$ cat src/verilog/cdr_pkg.sv
`default_nettype none

package cdr_pkg;

    ////////////////////////////////////////
    // datapath sizes
    ////////////////////////////////////////

    localparam int NADC = 8;
    localparam int NTI = 4;
    localparam int NPI = 8;
    localparam int NOUT = 2;
    localparam int GAIN_W = 5;
    localparam int PHASE_SHIFT = 10;
    localparam int ACC_W = NADC + 2 + PHASE_SHIFT;
    localparam int PD_W = NADC + 2;

    // axi4-lite bus widths
    localparam int AXI_AW = 8;
    localparam int AXI_DW = 32;
    localparam logic [1:0] AXI_RESP_OKAY = 2'b00;

    ////////////////////////////////////////
    // register map, byte addresses
    ////////////////////////////////////////

    localparam logic [AXI_AW-1:0] REG_CTRL = 8'h00;
    localparam logic [AXI_AW-1:0] REG_GAIN = 8'h04;
    localparam logic [AXI_AW-1:0] REG_CLAMP = 8'h08;
    localparam logic [AXI_AW-1:0] REG_PDOFS = 8'h0C;
    localparam logic [AXI_AW-1:0] REG_EXTPI = 8'h10;
    localparam logic [AXI_AW-1:0] REG_PHASE = 8'h14;
    localparam logic [AXI_AW-1:0] REG_FREQ = 8'h18;
    localparam logic [AXI_AW-1:0] REG_RAMP = 8'h1C;
    localparam logic [AXI_AW-1:0] REG_PDERR = 8'h20;

    // one adc sample, lane 0 is the earliest in a frame
    typedef logic signed [NADC-1:0] adc_sample_t;
    typedef adc_sample_t [NTI-1:0] adc_frame_t;

    // first member is the msb, so invert lands on bit 0
    typedef struct packed {
        logic sample_req;
        logic en_ext_pi_ctl;
        logic en_clamp;
        logic en_ramp_est;
        logic en_freq_est;
        logic invert;
    } cdr_ctrl_t;

    typedef struct packed {
        logic [GAIN_W-1:0] kp;
        logic [GAIN_W-1:0] ki;
        logic [GAIN_W-1:0] kr;
        cdr_ctrl_t ctrl;
        logic [ACC_W-1:0] clamp_amt;
        logic signed [PD_W-1:0] pd_offset;
        logic [NPI-1:0] ext_pi_ctl;
    } cdr_cfg_t;

    typedef struct packed {
        logic signed [PD_W-1:0] phase_est;
        logic signed [ACC_W-1:0] freq_est;
        logic signed [ACC_W-1:0] ramp_est;
        logic signed [PD_W-1:0] pd_err;
    } cdr_status_t;

endpackage

`default_nettype wire

$ cat src/verilog/cdr_regs_axil.sv
`timescale 1ns/10ps
`default_nettype none

module cdr_regs_axil (
    input wire logic clk,
    input wire logic ext_rstb,
    input wire logic [cdr_pkg::AXI_AW-1:0] s_awaddr_i,
    input wire logic s_awvalid_i,
    output logic s_awready_o,
    input wire logic [cdr_pkg::AXI_DW-1:0] s_wdata_i,
    input wire logic [cdr_pkg::AXI_DW/8-1:0] s_wstrb_i,
    input wire logic s_wvalid_i,
    output logic s_wready_o,
    output logic s_bvalid_o,
    output logic [1:0] s_bresp_o,
    input wire logic s_bready_i,
    input wire logic [cdr_pkg::AXI_AW-1:0] s_araddr_i,
    input wire logic s_arvalid_i,
    output logic s_arready_o,
    output logic s_rvalid_o,
    output logic [cdr_pkg::AXI_DW-1:0] s_rdata_o,
    output logic [1:0] s_rresp_o,
    input wire logic s_rready_i,
    input wire cdr_pkg::cdr_status_t status_i,
    output cdr_pkg::cdr_cfg_t cfg_o
);

    logic wr_ready_q;
    logic ar_ready_q;
    logic wr_fire;
    logic rd_fire;
    logic [cdr_pkg::AXI_DW-1:0] rd_word;

    assign s_awready_o = wr_ready_q;
    assign s_wready_o = wr_ready_q;
    assign s_arready_o = ar_ready_q;
    assign s_bresp_o = cdr_pkg::AXI_RESP_OKAY;
    assign s_rresp_o = cdr_pkg::AXI_RESP_OKAY;

    assign wr_fire = s_awvalid_i && s_wvalid_i && wr_ready_q;
    assign rd_fire = s_arvalid_i && ar_ready_q;

    ////////////////////////////////////////
    // write channel
    ////////////////////////////////////////

    always_ff @(posedge clk or negedge ext_rstb) begin
        if (!ext_rstb) begin
            wr_ready_q <= 1'b0;
            s_bvalid_o <= 1'b0;
            cfg_o <= '0;
        end else begin
            // address and data accepted together in a one-cycle pulse
            wr_ready_q <= s_awvalid_i && s_wvalid_i && !wr_ready_q && !s_bvalid_o;
            if (wr_fire) begin
                s_bvalid_o <= 1'b1;
            end else if (s_bready_i) begin
                s_bvalid_o <= 1'b0;
            end
            // only full-word writes change a register
            if (wr_fire && (&s_wstrb_i)) begin
                case (s_awaddr_i)
                    cdr_pkg::REG_CTRL: begin
                        cfg_o.ctrl <= cdr_pkg::cdr_ctrl_t'(s_wdata_i[5:0]);
                    end
                    // kp in [4:0], ki in [12:8], kr in [20:16]
                    cdr_pkg::REG_GAIN: begin
                        cfg_o.kp <= s_wdata_i[cdr_pkg::GAIN_W-1:0];
                        cfg_o.ki <= s_wdata_i[8+:cdr_pkg::GAIN_W];
                        cfg_o.kr <= s_wdata_i[16+:cdr_pkg::GAIN_W];
                    end
                    cdr_pkg::REG_CLAMP: begin
                        cfg_o.clamp_amt <= s_wdata_i[cdr_pkg::ACC_W-1:0];
                    end
                    cdr_pkg::REG_PDOFS: begin
                        cfg_o.pd_offset <= s_wdata_i[cdr_pkg::PD_W-1:0];
                    end
                    cdr_pkg::REG_EXTPI: begin
                        cfg_o.ext_pi_ctl <= s_wdata_i[cdr_pkg::NPI-1:0];
                    end
                    default: begin
                        cfg_o <= cfg_o;
                    end
                endcase
            end
        end
    end

    ////////////////////////////////////////
    // read channel
    ////////////////////////////////////////

    always_comb begin
        rd_word = '0;
        case (s_araddr_i)
            cdr_pkg::REG_CTRL: rd_word[5:0] = cfg_o.ctrl;
            cdr_pkg::REG_GAIN: begin
                rd_word[cdr_pkg::GAIN_W-1:0] = cfg_o.kp;
                rd_word[8+:cdr_pkg::GAIN_W] = cfg_o.ki;
                rd_word[16+:cdr_pkg::GAIN_W] = cfg_o.kr;
            end
            cdr_pkg::REG_CLAMP: rd_word[cdr_pkg::ACC_W-1:0] = cfg_o.clamp_amt;
            // signed fields come back sign-extended
            cdr_pkg::REG_PDOFS: rd_word = 32'(cfg_o.pd_offset);
            cdr_pkg::REG_EXTPI: rd_word[cdr_pkg::NPI-1:0] = cfg_o.ext_pi_ctl;
            cdr_pkg::REG_PHASE: rd_word = 32'(status_i.phase_est);
            cdr_pkg::REG_FREQ: rd_word = 32'(status_i.freq_est);
            cdr_pkg::REG_RAMP: rd_word = 32'(status_i.ramp_est);
            cdr_pkg::REG_PDERR: rd_word = 32'(status_i.pd_err);
            default: rd_word = '0;
        endcase
    end

    always_ff @(posedge clk or negedge ext_rstb) begin
        if (!ext_rstb) begin
            ar_ready_q <= 1'b0;
            s_rvalid_o <= 1'b0;
        end else begin
            ar_ready_q <= s_arvalid_i && !ar_ready_q && !s_rvalid_o;
            if (rd_fire) begin
                s_rvalid_o <= 1'b1;
            end else if (s_rready_i) begin
                s_rvalid_o <= 1'b0;
            end
        end
    end

    // read data held with rvalid
    always_ff @(posedge clk) begin
        if (rd_fire) begin
            s_rdata_o <= rd_word;
        end
    end

endmodule

`default_nettype wire

$ cat src/verilog/cdr_top.sv
`timescale 1ns/10ps
`default_nettype none

module cdr_top (
    input wire logic clk,
    input wire logic ext_rstb,
    input wire logic [cdr_pkg::AXI_AW-1:0] s_awaddr_i,
    input wire logic s_awvalid_i,
    output logic s_awready_o,
    input wire logic [cdr_pkg::AXI_DW-1:0] s_wdata_i,
    input wire logic [cdr_pkg::AXI_DW/8-1:0] s_wstrb_i,
    input wire logic s_wvalid_i,
    output logic s_wready_o,
    output logic s_bvalid_o,
    output logic [1:0] s_bresp_o,
    input wire logic s_bready_i,
    input wire logic [cdr_pkg::AXI_AW-1:0] s_araddr_i,
    input wire logic s_arvalid_i,
    output logic s_arready_o,
    output logic s_rvalid_o,
    output logic [cdr_pkg::AXI_DW-1:0] s_rdata_o,
    output logic [1:0] s_rresp_o,
    input wire logic s_rready_i,
    input wire cdr_pkg::adc_frame_t adc_frame_i,
    input wire logic ramp_clock_i,
    output logic [cdr_pkg::NOUT-1:0][cdr_pkg::NPI-1:0] pi_ctl_o,
    output logic freq_lvl_cross_o
);

    cdr_pkg::cdr_cfg_t cfg;
    cdr_pkg::cdr_status_t status;

    // register block drives the configuration and reads the snapshot
    cdr_regs_axil cdr_regs_axil_inst (
        .clk(clk),
        .ext_rstb(ext_rstb),
        .s_awaddr_i(s_awaddr_i),
        .s_awvalid_i(s_awvalid_i),
        .s_awready_o(s_awready_o),
        .s_wdata_i(s_wdata_i),
        .s_wstrb_i(s_wstrb_i),
        .s_wvalid_i(s_wvalid_i),
        .s_wready_o(s_wready_o),
        .s_bvalid_o(s_bvalid_o),
        .s_bresp_o(s_bresp_o),
        .s_bready_i(s_bready_i),
        .s_araddr_i(s_araddr_i),
        .s_arvalid_i(s_arvalid_i),
        .s_arready_o(s_arready_o),
        .s_rvalid_o(s_rvalid_o),
        .s_rdata_o(s_rdata_o),
        .s_rresp_o(s_rresp_o),
        .s_rready_i(s_rready_i),
        .status_i(status),
        .cfg_o(cfg)
    );

    mm_cdr mm_cdr_inst (
        .clk(clk),
        .ext_rstb(ext_rstb),
        .frame_i(adc_frame_i),
        .ramp_clock_i(ramp_clock_i),
        .cfg_i(cfg),
        .pi_ctl_o(pi_ctl_o),
        .freq_lvl_cross_o(freq_lvl_cross_o),
        .status_o(status)
    );

endmodule

`default_nettype wire

$ cat src/verilog/mm_cdr.sv
`timescale 1ns/10ps
`default_nettype none

module mm_cdr (
    input wire logic clk,
    input wire logic ext_rstb,
    input wire cdr_pkg::adc_frame_t frame_i,
    input wire logic ramp_clock_i,
    input wire cdr_pkg::cdr_cfg_t cfg_i,
    output logic [cdr_pkg::NOUT-1:0][cdr_pkg::NPI-1:0] pi_ctl_o,
    output logic freq_lvl_cross_o,
    output cdr_pkg::cdr_status_t status_o
);

    typedef enum logic [1:0] {SAMPLE, WAIT, READY} sampler_state_t;

    sampler_state_t sampler_state;

    logic signed [cdr_pkg::PD_W-1:0] pd_err;
    logic signed [cdr_pkg::PD_W-1:0] phase_error;
    logic signed [cdr_pkg::PD_W-1:0] phase_out;
    logic signed [cdr_pkg::ACC_W-1:0] err_ext;
    logic signed [cdr_pkg::ACC_W-1:0] err_kp;
    logic signed [cdr_pkg::ACC_W-1:0] err_ki;
    logic signed [cdr_pkg::ACC_W-1:0] err_kr;
    logic signed [cdr_pkg::ACC_W-1:0] ramp_pls_q;
    logic signed [cdr_pkg::ACC_W-1:0] ramp_pls_upd;
    logic signed [cdr_pkg::ACC_W-1:0] ramp_pls_d;
    logic signed [cdr_pkg::ACC_W-1:0] ramp_neg_q;
    logic signed [cdr_pkg::ACC_W-1:0] ramp_neg_upd;
    logic signed [cdr_pkg::ACC_W-1:0] ramp_neg_d;
    logic signed [cdr_pkg::ACC_W-1:0] freq_upd;
    logic signed [cdr_pkg::ACC_W-1:0] prev_freq_upd_q;
    logic signed [cdr_pkg::ACC_W-1:0] freq_est_q;
    logic signed [cdr_pkg::ACC_W-1:0] freq_est_d;
    logic signed [cdr_pkg::ACC_W:0] freq_diff;
    logic signed [cdr_pkg::ACC_W-1:0] phase_upd;
    logic signed [cdr_pkg::ACC_W-1:0] phase_upd_clamped;
    logic signed [cdr_pkg::ACC_W-1:0] phase_est_q;
    logic signed [cdr_pkg::ACC_W-1:0] clamp_min;
    logic signed [cdr_pkg::ACC_W-1:0] clamp_max;
    logic ramp_clock_ff;
    logic ramp_clock_sync;

    mm_pd mm_pd_inst (
        .frame_i(frame_i),
        .pd_offset_i(cfg_i.pd_offset),
        .pd_err_o(pd_err)
    );

    assign phase_error = cfg_i.ctrl.invert ? -pd_err : pd_err;

    // widen before shifting by the loop gains
    assign err_ext = phase_error;
    assign err_kp = err_ext <<< cfg_i.kp;
    assign err_ki = err_ext <<< cfg_i.ki;
    assign err_kr = err_ext <<< cfg_i.kr;

    ////////////////////////////////////////
    // loop filter
    ////////////////////////////////////////

    always_comb begin
        // two-sided ramp estimate, steered by the raw ramp clock
        ramp_pls_upd = ramp_pls_q;
        ramp_neg_upd = ramp_neg_q;
        if (ramp_clock_i) begin
            ramp_pls_upd = ramp_pls_q + err_kr;
        end else begin
            ramp_neg_upd = ramp_neg_q + err_kr;
        end
        ramp_pls_d = cfg_i.ctrl.en_ramp_est ? ramp_pls_upd : '0;
        ramp_neg_d = cfg_i.ctrl.en_ramp_est ? ramp_neg_upd : '0;

        freq_upd = err_ki + (ramp_clock_sync ? ramp_pls_q : -ramp_neg_q);
        freq_est_d = freq_est_q;
        if (cfg_i.ctrl.en_freq_est) begin
            freq_est_d = freq_est_q + freq_upd;
        end

        phase_upd = err_kp + freq_est_q;
        phase_upd_clamped = phase_upd;
        if (cfg_i.ctrl.en_clamp) begin
            if (phase_upd < clamp_min) begin
                phase_upd_clamped = clamp_min;
            end else if (phase_upd > clamp_max) begin
                phase_upd_clamped = clamp_max;
            end
        end
    end

    assign freq_diff = freq_upd - prev_freq_upd_q;

    always_ff @(posedge clk or negedge ext_rstb) begin
        if (!ext_rstb) begin
            phase_est_q <= '0;
            freq_est_q <= '0;
            prev_freq_upd_q <= '0;
            ramp_pls_q <= '0;
            ramp_neg_q <= '0;
            clamp_min <= '0;
            clamp_max <= '0;
            ramp_clock_ff <= 1'b0;
            ramp_clock_sync <= 1'b0;
            freq_lvl_cross_o <= 1'b0;
        end else begin
            phase_est_q <= phase_est_q + phase_upd_clamped;
            freq_est_q <= freq_est_d;
            prev_freq_upd_q <= freq_upd;
            ramp_pls_q <= ramp_pls_d;
            ramp_neg_q <= ramp_neg_d;
            clamp_min <= -cfg_i.clamp_amt;
            clamp_max <= cfg_i.clamp_amt;
            // ramp clock comes from another domain
            ramp_clock_ff <= ramp_clock_i;
            ramp_clock_sync <= ramp_clock_ff;
            freq_lvl_cross_o <= freq_diff > 0;
        end
    end

    ////////////////////////////////////////
    // interpolator codes
    ////////////////////////////////////////

    assign phase_out = phase_est_q[cdr_pkg::ACC_W-1:cdr_pkg::PHASE_SHIFT];

    for (genvar k = 0; k < cdr_pkg::NOUT; k++) begin : g_pi
        assign pi_ctl_o[k] = cfg_i.ctrl.en_ext_pi_ctl ? cfg_i.ext_pi_ctl :
                                                        phase_out[cdr_pkg::NPI-1:0];
    end

    // status snapshot, one capture per rising sample_req
    always_ff @(posedge clk or negedge ext_rstb) begin
        if (!ext_rstb) begin
            status_o <= '0;
            sampler_state <= WAIT;
        end else begin
            case (sampler_state)
                SAMPLE: begin
                    status_o.phase_est <= phase_out;
                    status_o.freq_est <= freq_upd;
                    status_o.ramp_est <= ramp_clock_i ? ramp_pls_upd : ramp_neg_upd;
                    status_o.pd_err <= phase_error;
                    sampler_state <= WAIT;
                end
                WAIT: begin
                    sampler_state <= cfg_i.ctrl.sample_req ? WAIT : READY;
                end
                READY: begin
                    sampler_state <= cfg_i.ctrl.sample_req ? SAMPLE : READY;
                end
                default: begin
                    sampler_state <= WAIT;
                end
            endcase
        end
    end

endmodule

`default_nettype wire

$ cat src/verilog/mm_pd.sv
`timescale 1ns/10ps
`default_nettype none

module mm_pd (
    input wire cdr_pkg::adc_frame_t frame_i,
    input wire logic signed [cdr_pkg::PD_W-1:0] pd_offset_i,
    output logic signed [cdr_pkg::PD_W-1:0] pd_err_o
);

    // three guard bits cover three lane pairs plus the offset
    logic signed [cdr_pkg::PD_W+2:0] sum;
    logic signed [cdr_pkg::PD_W+2:0] cur;
    logic signed [cdr_pkg::PD_W+2:0] prev;
    logic signed [cdr_pkg::PD_W+2:0] cur_sgn;
    logic signed [cdr_pkg::PD_W+2:0] prev_sgn;
    logic [3:0] top_bits;
    logic ovf;

    ////////////////////////////////////////
    // mueller-muller sum over lane pairs
    ////////////////////////////////////////

    always_comb begin
        sum = pd_offset_i;
        cur = '0;
        prev = '0;
        cur_sgn = '0;
        prev_sgn = '0;
        for (int k = 1; k < cdr_pkg::NTI; k++) begin
            cur = frame_i[k];
            prev = frame_i[k-1];
            // d[k] times sign(d[k-1]), zero counts as positive
            prev_sgn = prev[cdr_pkg::PD_W+2] ? -cur : cur;
            // d[k-1] times sign(d[k])
            cur_sgn = cur[cdr_pkg::PD_W+2] ? -prev : prev;
            sum = sum + prev_sgn - cur_sgn;
        end
    end

    // saturate to the output width
    assign top_bits = sum[cdr_pkg::PD_W+2:cdr_pkg::PD_W-1];
    assign ovf = !((&top_bits) || !(|top_bits));

    always_comb begin
        if (ovf) begin
            pd_err_o = {sum[cdr_pkg::PD_W+2], {(cdr_pkg::PD_W-1){~sum[cdr_pkg::PD_W+2]}}};
        end else begin
            pd_err_o = sum[cdr_pkg::PD_W-1:0];
        end
    end

endmodule

`default_nettype wire
$ cat config.mk
export PLATFORM = sky130hd
export DESIGN_NAME = cdr_top
export DESIGN_NICKNAME = d
export VERILOG_FILES = /design/src/verilog/cdr_pkg.sv /design/src/verilog/cdr_regs_axil.sv /design/src/verilog/cdr_top.sv /design/src/verilog/mm_cdr.sv /design/src/verilog/mm_pd.sv
export SDC_FILE = /design/constraint.sdc
export NUM_CORES = 1
export LEC_CHECK = 0
export BUFFER_PORTS_ARGS = -buffer_cell sky130_fd_sc_hd__buf_2
export CAP_MARGIN = 40
export CORE_ASPECT_RATIO = 0.9
export CORE_UTILIZATION = 30
export CTS_CLUSTER_DIAMETER = 60
export DETAILED_ROUTE_END_ITERATION = 8
export PLACE_DENSITY_LB_ADDON = 0.12
export SLEW_MARGIN = 40
export SYNTH_ARGS = -nofsm -noshare
export SYNTH_HDL_FRONTEND = slang
export SYNTH_SLANG_ARGS = --single-unit
$ cat constraint.sdc
create_clock -name clk -period 16.4 [get_ports clk]
set_input_delay 4.1 -clock clk [delete_from_list [all_inputs] [get_ports clk]]
set_output_delay 4.1 -clock clk [all_outputs]
set_load 0.01 [all_outputs]
==> results of run 1 <==
metal layers:
| layer | vias up | wire length, um |
|---|---|---|
| met5 | - | 0 |
| met4 | 0 | 2750 |
| met3 | 110 | 3360 |
| met2 | 420 | 40100 |
| met1 | 10900 | 41400 |
| li1 | 10800 | - |
repair_timing:
action                                  4_1_cts  5_1_grt
gates resized for setup                      56       69
pin swaps                                    34       36
endpoints found under the setup margin       14       18
setup buffers                                67       16
synthesized netlist by cell type (64+ instances only):
library cell / n
nand2_1: 213
mux2_2: 134
dfrtp_1: 266
o21ai_0: 153
ha_1: 198
xnor2_1: 125
a21oi_1: 168
clkbuf_1: 82
inv_1: 162
fa_1: 65
nor3_1: 64
nor2_1: 278
logic make-up (layout without fill, tap and decap cells):
kind of cell,after synthesis,count (layout),synth area share
compound gates,698,698,0.190
xor+xnor,184,184,0.0679
fa+ha+maj,263,263,0.155
buf+inv,293,826,0.0492
flops,289,289,0.301
mux,172,172,0.0793
other cells,1,8,0.000154
simple gates,819,819,0.158
metrics by stage:
| stage | instance area, sq um | TNS [ps] | setup WS, ps | hold WS, ps |
|---|---|---|---|---|
| after CTS | 30900 | -5610 | -855 | 351 |
| after global routing | 31400 | -17600 | -1800 | 356 |
| after floorplan | 24700 | -5570 | -955 | 331 |
| after global placement | 28900 | -18760 | -1970 | 335 |
| after detailed placement | 28900 | -20710 | -2030 | 337 |
| final | 31400 | -7430 | -1190 | 348 |
area by class of cell:
| type | instances | area (sq um) |
|---|---|---|
| Antenna cell | 4 | 10.0 |
| Clock buffer | 48 | 1050 |
| Clock inverter | 21 | 198 |
| Fill cell | 8027 | 48600 |
| Inverter | 169 | 636 |
| Multi-Input combinational cell | 2140 | 16600 |
| Sequential cell | 289 | 7350 |
| Tap cell | 1050 | 1310 |
| Timing Repair Buffer | 588 | 4180 |
worst max-delay path by stage:
stage | end | slack (ps) | cells after the start
after floorplan | mm_cdr_inst.phase_est_q[18]$_DFF_PN0_ | -950 | 72
after global placement | mm_cdr_inst.phase_est_q[18]$_DFF_PN0_ | -1970 | 73
after detailed placement | mm_cdr_inst.phase_est_q[18]$_DFF_PN0_ | -2030 | 73
after CTS | mm_cdr_inst.phase_est_q[18]$_DFF_PN0_ | -850 | 67
after global routing | mm_cdr_inst.phase_est_q[19]$_DFF_PN0_ | -1800 | 67
final | mm_cdr_inst.phase_est_q[19]$_DFF_PN0_ | -1190 | 78
worst max-delay path: cells and delay by family:
kind / cells / cell delay (ps)
buffers and inverters: 37 / 4510
AO/OA/AOI/OAI: 19 / 3210
adder cells (fa/ha/maj): 7 / 2860
AND/OR/NAND/NOR: 10 / 1960
multiplexers: 2 / 830
XOR/XNOR: 3 / 590
==> impl_metrics.ini, run 1 <==
[critical_path]
reg2reg_from = cdr_regs_axil_inst.cfg_o[10]$_DFFE_PN0P_
worstSetupEndpointType = flop
worstSetupPathType = in -> reg
max_stage_delay_ps = 600
critPathLaunch = adc_frame_i[16]
r2r_end = mm_cdr_inst.phase_est_q[19]$_DFF_PN0_
ff2ff_setup_slack_ps = 2770
path_max_fanout = 4
cpMostUsedCell = buf_4
r2r_cells = 73
cp.arrival_ps = 18070
cp-start-kind = input port
cp_data_required_time_ps = 16880
critical_path.slowest_cell = fa_1

[final_layout]
layout_common_cells = 436 x buf_4, 264 x nor2_1, 263 x dfrtp_1
utilization = 0.393
layout_commonest_cell = buf_4
syn2layout_area_growth_pct = 28.5
largest_reg_flops = 60
top_register = mm_cdr_inst.status_o
final_net_count = 3581
reg_top3 = mm_cdr_inst.status_o (60), cdr_regs_axil_inst.cfg_o (59), cdr_regs_axil_inst.s_rdata_o (22)
instances_no_fill = 4309
drive_above_1_share = 0.294

[placement]
numPortBuffers = 134
dp_hpwl_um = 68600
post-place-cells = 4153
place.gp.congestion = 0.902

[clocking]
cts_tree = built
postCtsHoldBufs = 0
clock_sinks = 289
ctsHtreeMaxLevel = 2
cts_buffers = 38
worstSkewPairLatency_ps = 570
clockBufferDepth = 3
clkTransAtPathRegs_ps = 60
root_buffer = clkbuf_16

[global_route]
grt_max_degree = 79
grt_pass1_wl_um = 134000
overflow = 0
gr-max-usage-layer = met2
grt_pass1_vias = 22200
grt.met1_usage = 0.293
grt.met3_usage = 0.0242
antenna_found_initial = 2
met2_usage = 0.341
grt_usage = 0.211

[die]
dieWidth_um = 303
fp.dieH_um = 273
die_area_sq_mm = 0.0825
core_sq_mm = 0.0799
ios = 150
rows = 98
start_util = 0.305

[logic_synthesis]
synthFlopType = dfrtp_1
yosysTopAreaCell = dfrtp_1
syn_inst = 2719
yosys_warnings = 0
synth_area_leaders = dfrtp_1 27%, ha_1 10%, mux2_2 6.2%
synth_area_per_cell_sq_um = 8.98
ys_seq_elements = 289
syn-cell-area_sq_mm = 0.0244
synth_edf_count = 22
synth_cell_types = 102
seq_area_frac_synth = 0.301
async_flop_share = 0.924
yosysTopAreaCellShare = 0.273

[drt]
vias_per_cell = 5.15
ant_nets = 0
drt-total-wl_um = 87700
drt_iter0_markers = 1380
routed-via-count = 22200
drc = 0
post_drt_wl_per_cell_um = 20.3
first_pass_iters = 6

[hold_path]
hold_depth = 0
worst_hold_path_type = reg -> reg
hold_end = mm_cdr_inst.ramp_clock_sync$_DFF_PN0_
worstHoldStart = mm_cdr_inst.ramp_clock_ff$_DFF_PN0_

[timing]
setup_viol = 12
fin_crit_sh = 1.07
rsz0062_at_grt = true
worstMarginPinSlew_ps = 849
skew_ps = 21.0
slew_headroom = 0.432
hold_violations = 0
worst_slack_ps = -1190
max_freq_ghz = 0.0569
finalCriticalPeriod_ps = 17590
final_max_slew_viol_count = 0

[job]
maxCapViolations = 0

[status]
outcome = finished, violations left
violations = negative setup slack
Power of run 1 is not shown: default switching activity piles up to over one toggle a cycle in this logic, so the estimate is an artifact.
==> inputs of run 2 (changes only) <==
RECOVER_POWER = 50   (was default)
==> run 2 against run 1 <==
The run ends with max-capacitance violations, max-slew violations, negative setup slack left; sequential share of layout area up 0.058 points; die area unchanged; via count about the same; utilization down 0.097 points; fmax about the same; register-to-register slack about the same; worst setup slack worse by 2.4 ps; clock skew up 0.92 ps; routed wire length about the same; cell area down 0.25%; hold slack about the same; critical path type unchanged; largest cell class unchanged; highest routed layer unchanged.
==> impl_metrics.ini, run 2 (same netlist as run 1, synthesis figures left out) <==
[status]
outcome = finished, violations left
violations = max-capacitance violations, max-slew violations, negative setup slack

[drt]
routed-via-count = 22200
drt-total-wl_um = 87600
ant_nets = 0
vias_per_cell = 5.15
drc = 0
post_drt_wl_per_cell_um = 20.3
first_pass_iters = 6
drt_iter0_markers = 1347

[global_route]
grt_pass1_vias = 22200
grt_pass1_wl_um = 134000
overflow = 0
grt_max_degree = 79
antenna_found_initial = 2
grt_usage = 0.211

[final_layout]
drive_above_1_share = 0.286
reg_top3 = mm_cdr_inst.status_o (60), cdr_regs_axil_inst.cfg_o (59), cdr_regs_axil_inst.s_rdata_o (22)
layout_commonest_cell = buf_4
largest_reg_flops = 60
final_net_count = 3581
top_register = mm_cdr_inst.status_o
syn2layout_area_growth_pct = 28.2
layout_common_cells = 433 x buf_4, 264 x nor2_1, 263 x dfrtp_1

[placement]
place.gp.congestion = 0.902
dp_hpwl_um = 68600
numPortBuffers = 134

[clocking]
postCtsHoldBufs = 0
ctsHtreeMaxLevel = 2
clkTransAtPathRegs_ps = 60
clock_sinks = 289
cts_tree = built
clockBufferDepth = 3
worstSkewPairLatency_ps = 570
root_buffer = clkbuf_16
cts_buffers = 38

[critical_path]
max_stage_delay_ps = 600
reg2reg_from = cdr_regs_axil_inst.cfg_o[10]$_DFFE_PN0P_
worstSetupEndpointType = flop
cp.arrival_ps = 18070
r2r_cells = 73
r2r_end = mm_cdr_inst.phase_est_q[19]$_DFF_PN0_
worstSetupPathType = in -> reg
cpMostUsedCell = buf_4
cp-start-kind = input port
path_buf_inv = 37
cp_data_required_time_ps = 16880
cp_top_family = buffers and inverters
ff2ff_setup_slack_ps = 2760
critical_path.slowest_cell = fa_1
path_max_fanout = 4

[die]
core_sq_mm = 0.0799
fp.dieH_um = 273
ios = 150
rows = 98
dieWidth_um = 303
start_util = 0.305
die_area_sq_mm = 0.0825

[timing]
max_freq_ghz = 0.0568
fin_crit_sh = 1.07
worst_slack_ps = -1190
rsz0062_at_grt = true
slew_headroom = -1.83
setup_viol = 12
final_max_slew_viol_count = 334
worstMarginPinSlew_ps = 4240
setup_tns_ps = -7420
hold_violations = 0
skew_ps = 21.9
finalCriticalPeriod_ps = 17590

[hold_path]
hold_depth = 0
worstHoldStart = mm_cdr_inst.ramp_clock_ff$_DFF_PN0_
hold_end = mm_cdr_inst.ramp_clock_sync$_DFF_PN0_
worst_hold_path_type = reg -> reg

[job]
maxCapViolations = 6
==> run 2: cell count changes in the layout (fill, tap and decap cells not counted), moves of 2 or more <==
cell,delta
buf_2,-18
clkbuf_1,+24
and2_0,+2
buf_4,-3
buf_6,-2
==> run 2: timing repair <==
action                     4_1_cts  5_1_grt
setup endpoints to repair       14       18
gates resized for setup         56       69
pin swaps                       34       36
buffers inserted                67       16
==> run 2: area by class of cell <==
cell class,instances,area (sq um)
well taps,1050,1310
multi-input cells,2140,16600
diodes,5,12.5
repair buffers,588,4120
clock buffers,48,1050
clock inverters,21,198
inverters,169,636
fillers,8046,48600
flip-flops and latches,289,7350
==> run 2: layer usage <==
layer	vias up	GRT usage	share of wire
li1	10800	-	-
met1	10900	0.293	0.47
met3	114	0.0242	0.040
met5	-	0	0
met4	0	0.0640	0.033
met2	434	0.341	0.46
==> run 2: worst max-delay path by stage <==
stage | start | to | slack [ps] | depth (start not counted)
3_5_place_dp | adc_frame_i[9] | mm_cdr_inst.phase_est_q[18]$_DFF_PN0_ | -2030 | 73
3_3_place_gp | adc_frame_i[9] | mm_cdr_inst.phase_est_q[18]$_DFF_PN0_ | -1970 | 73
4_1_cts | adc_frame_i[16] | mm_cdr_inst.phase_est_q[18]$_DFF_PN0_ | -850 | 67
2_1_floorplan | adc_frame_i[10] | mm_cdr_inst.phase_est_q[18]$_DFF_PN0_ | -950 | 72
6_report | adc_frame_i[16] | mm_cdr_inst.phase_est_q[19]$_DFF_PN0_ | -1190 | 78
5_1_grt | adc_frame_i[29] | mm_cdr_inst.phase_est_q[19]$_DFF_PN0_ | -1800 | 67
==> run 2: worst register-to-register path, delay by kind of cell, from the launching register on <==
family	cells	cell delay, ps
compound gates	17	3490
buf+inv	37	4570
xor+xnor	2	430
flops	1	480
fa+ha+maj	7	2750
simple gates	6	810
mux	4	1040
==> run 2: per-stage QoR <==
| step | std cells | utilization | area, sq um | hold slack [ps] | worst slack (ps) |
|---|---|---|---|---|---|
| after floorplan | 2722 | - | 24700 | 331 | -955 |
| after global placement | 4153 | 0.361 | 28900 | 335 | -1970 |
| after detailed placement | 4153 | 0.362 | 28900 | 337 | -2030 |
| after CTS | 4289 | 0.387 | 30900 | 351 | -855 |
| after global routing | 4305 | 0.391 | 31300 | 356 | -1800 |
| final | 4310 | 0.392 | 31300 | 348 | -1190 |
Power of run 2 is left out for the same reason.
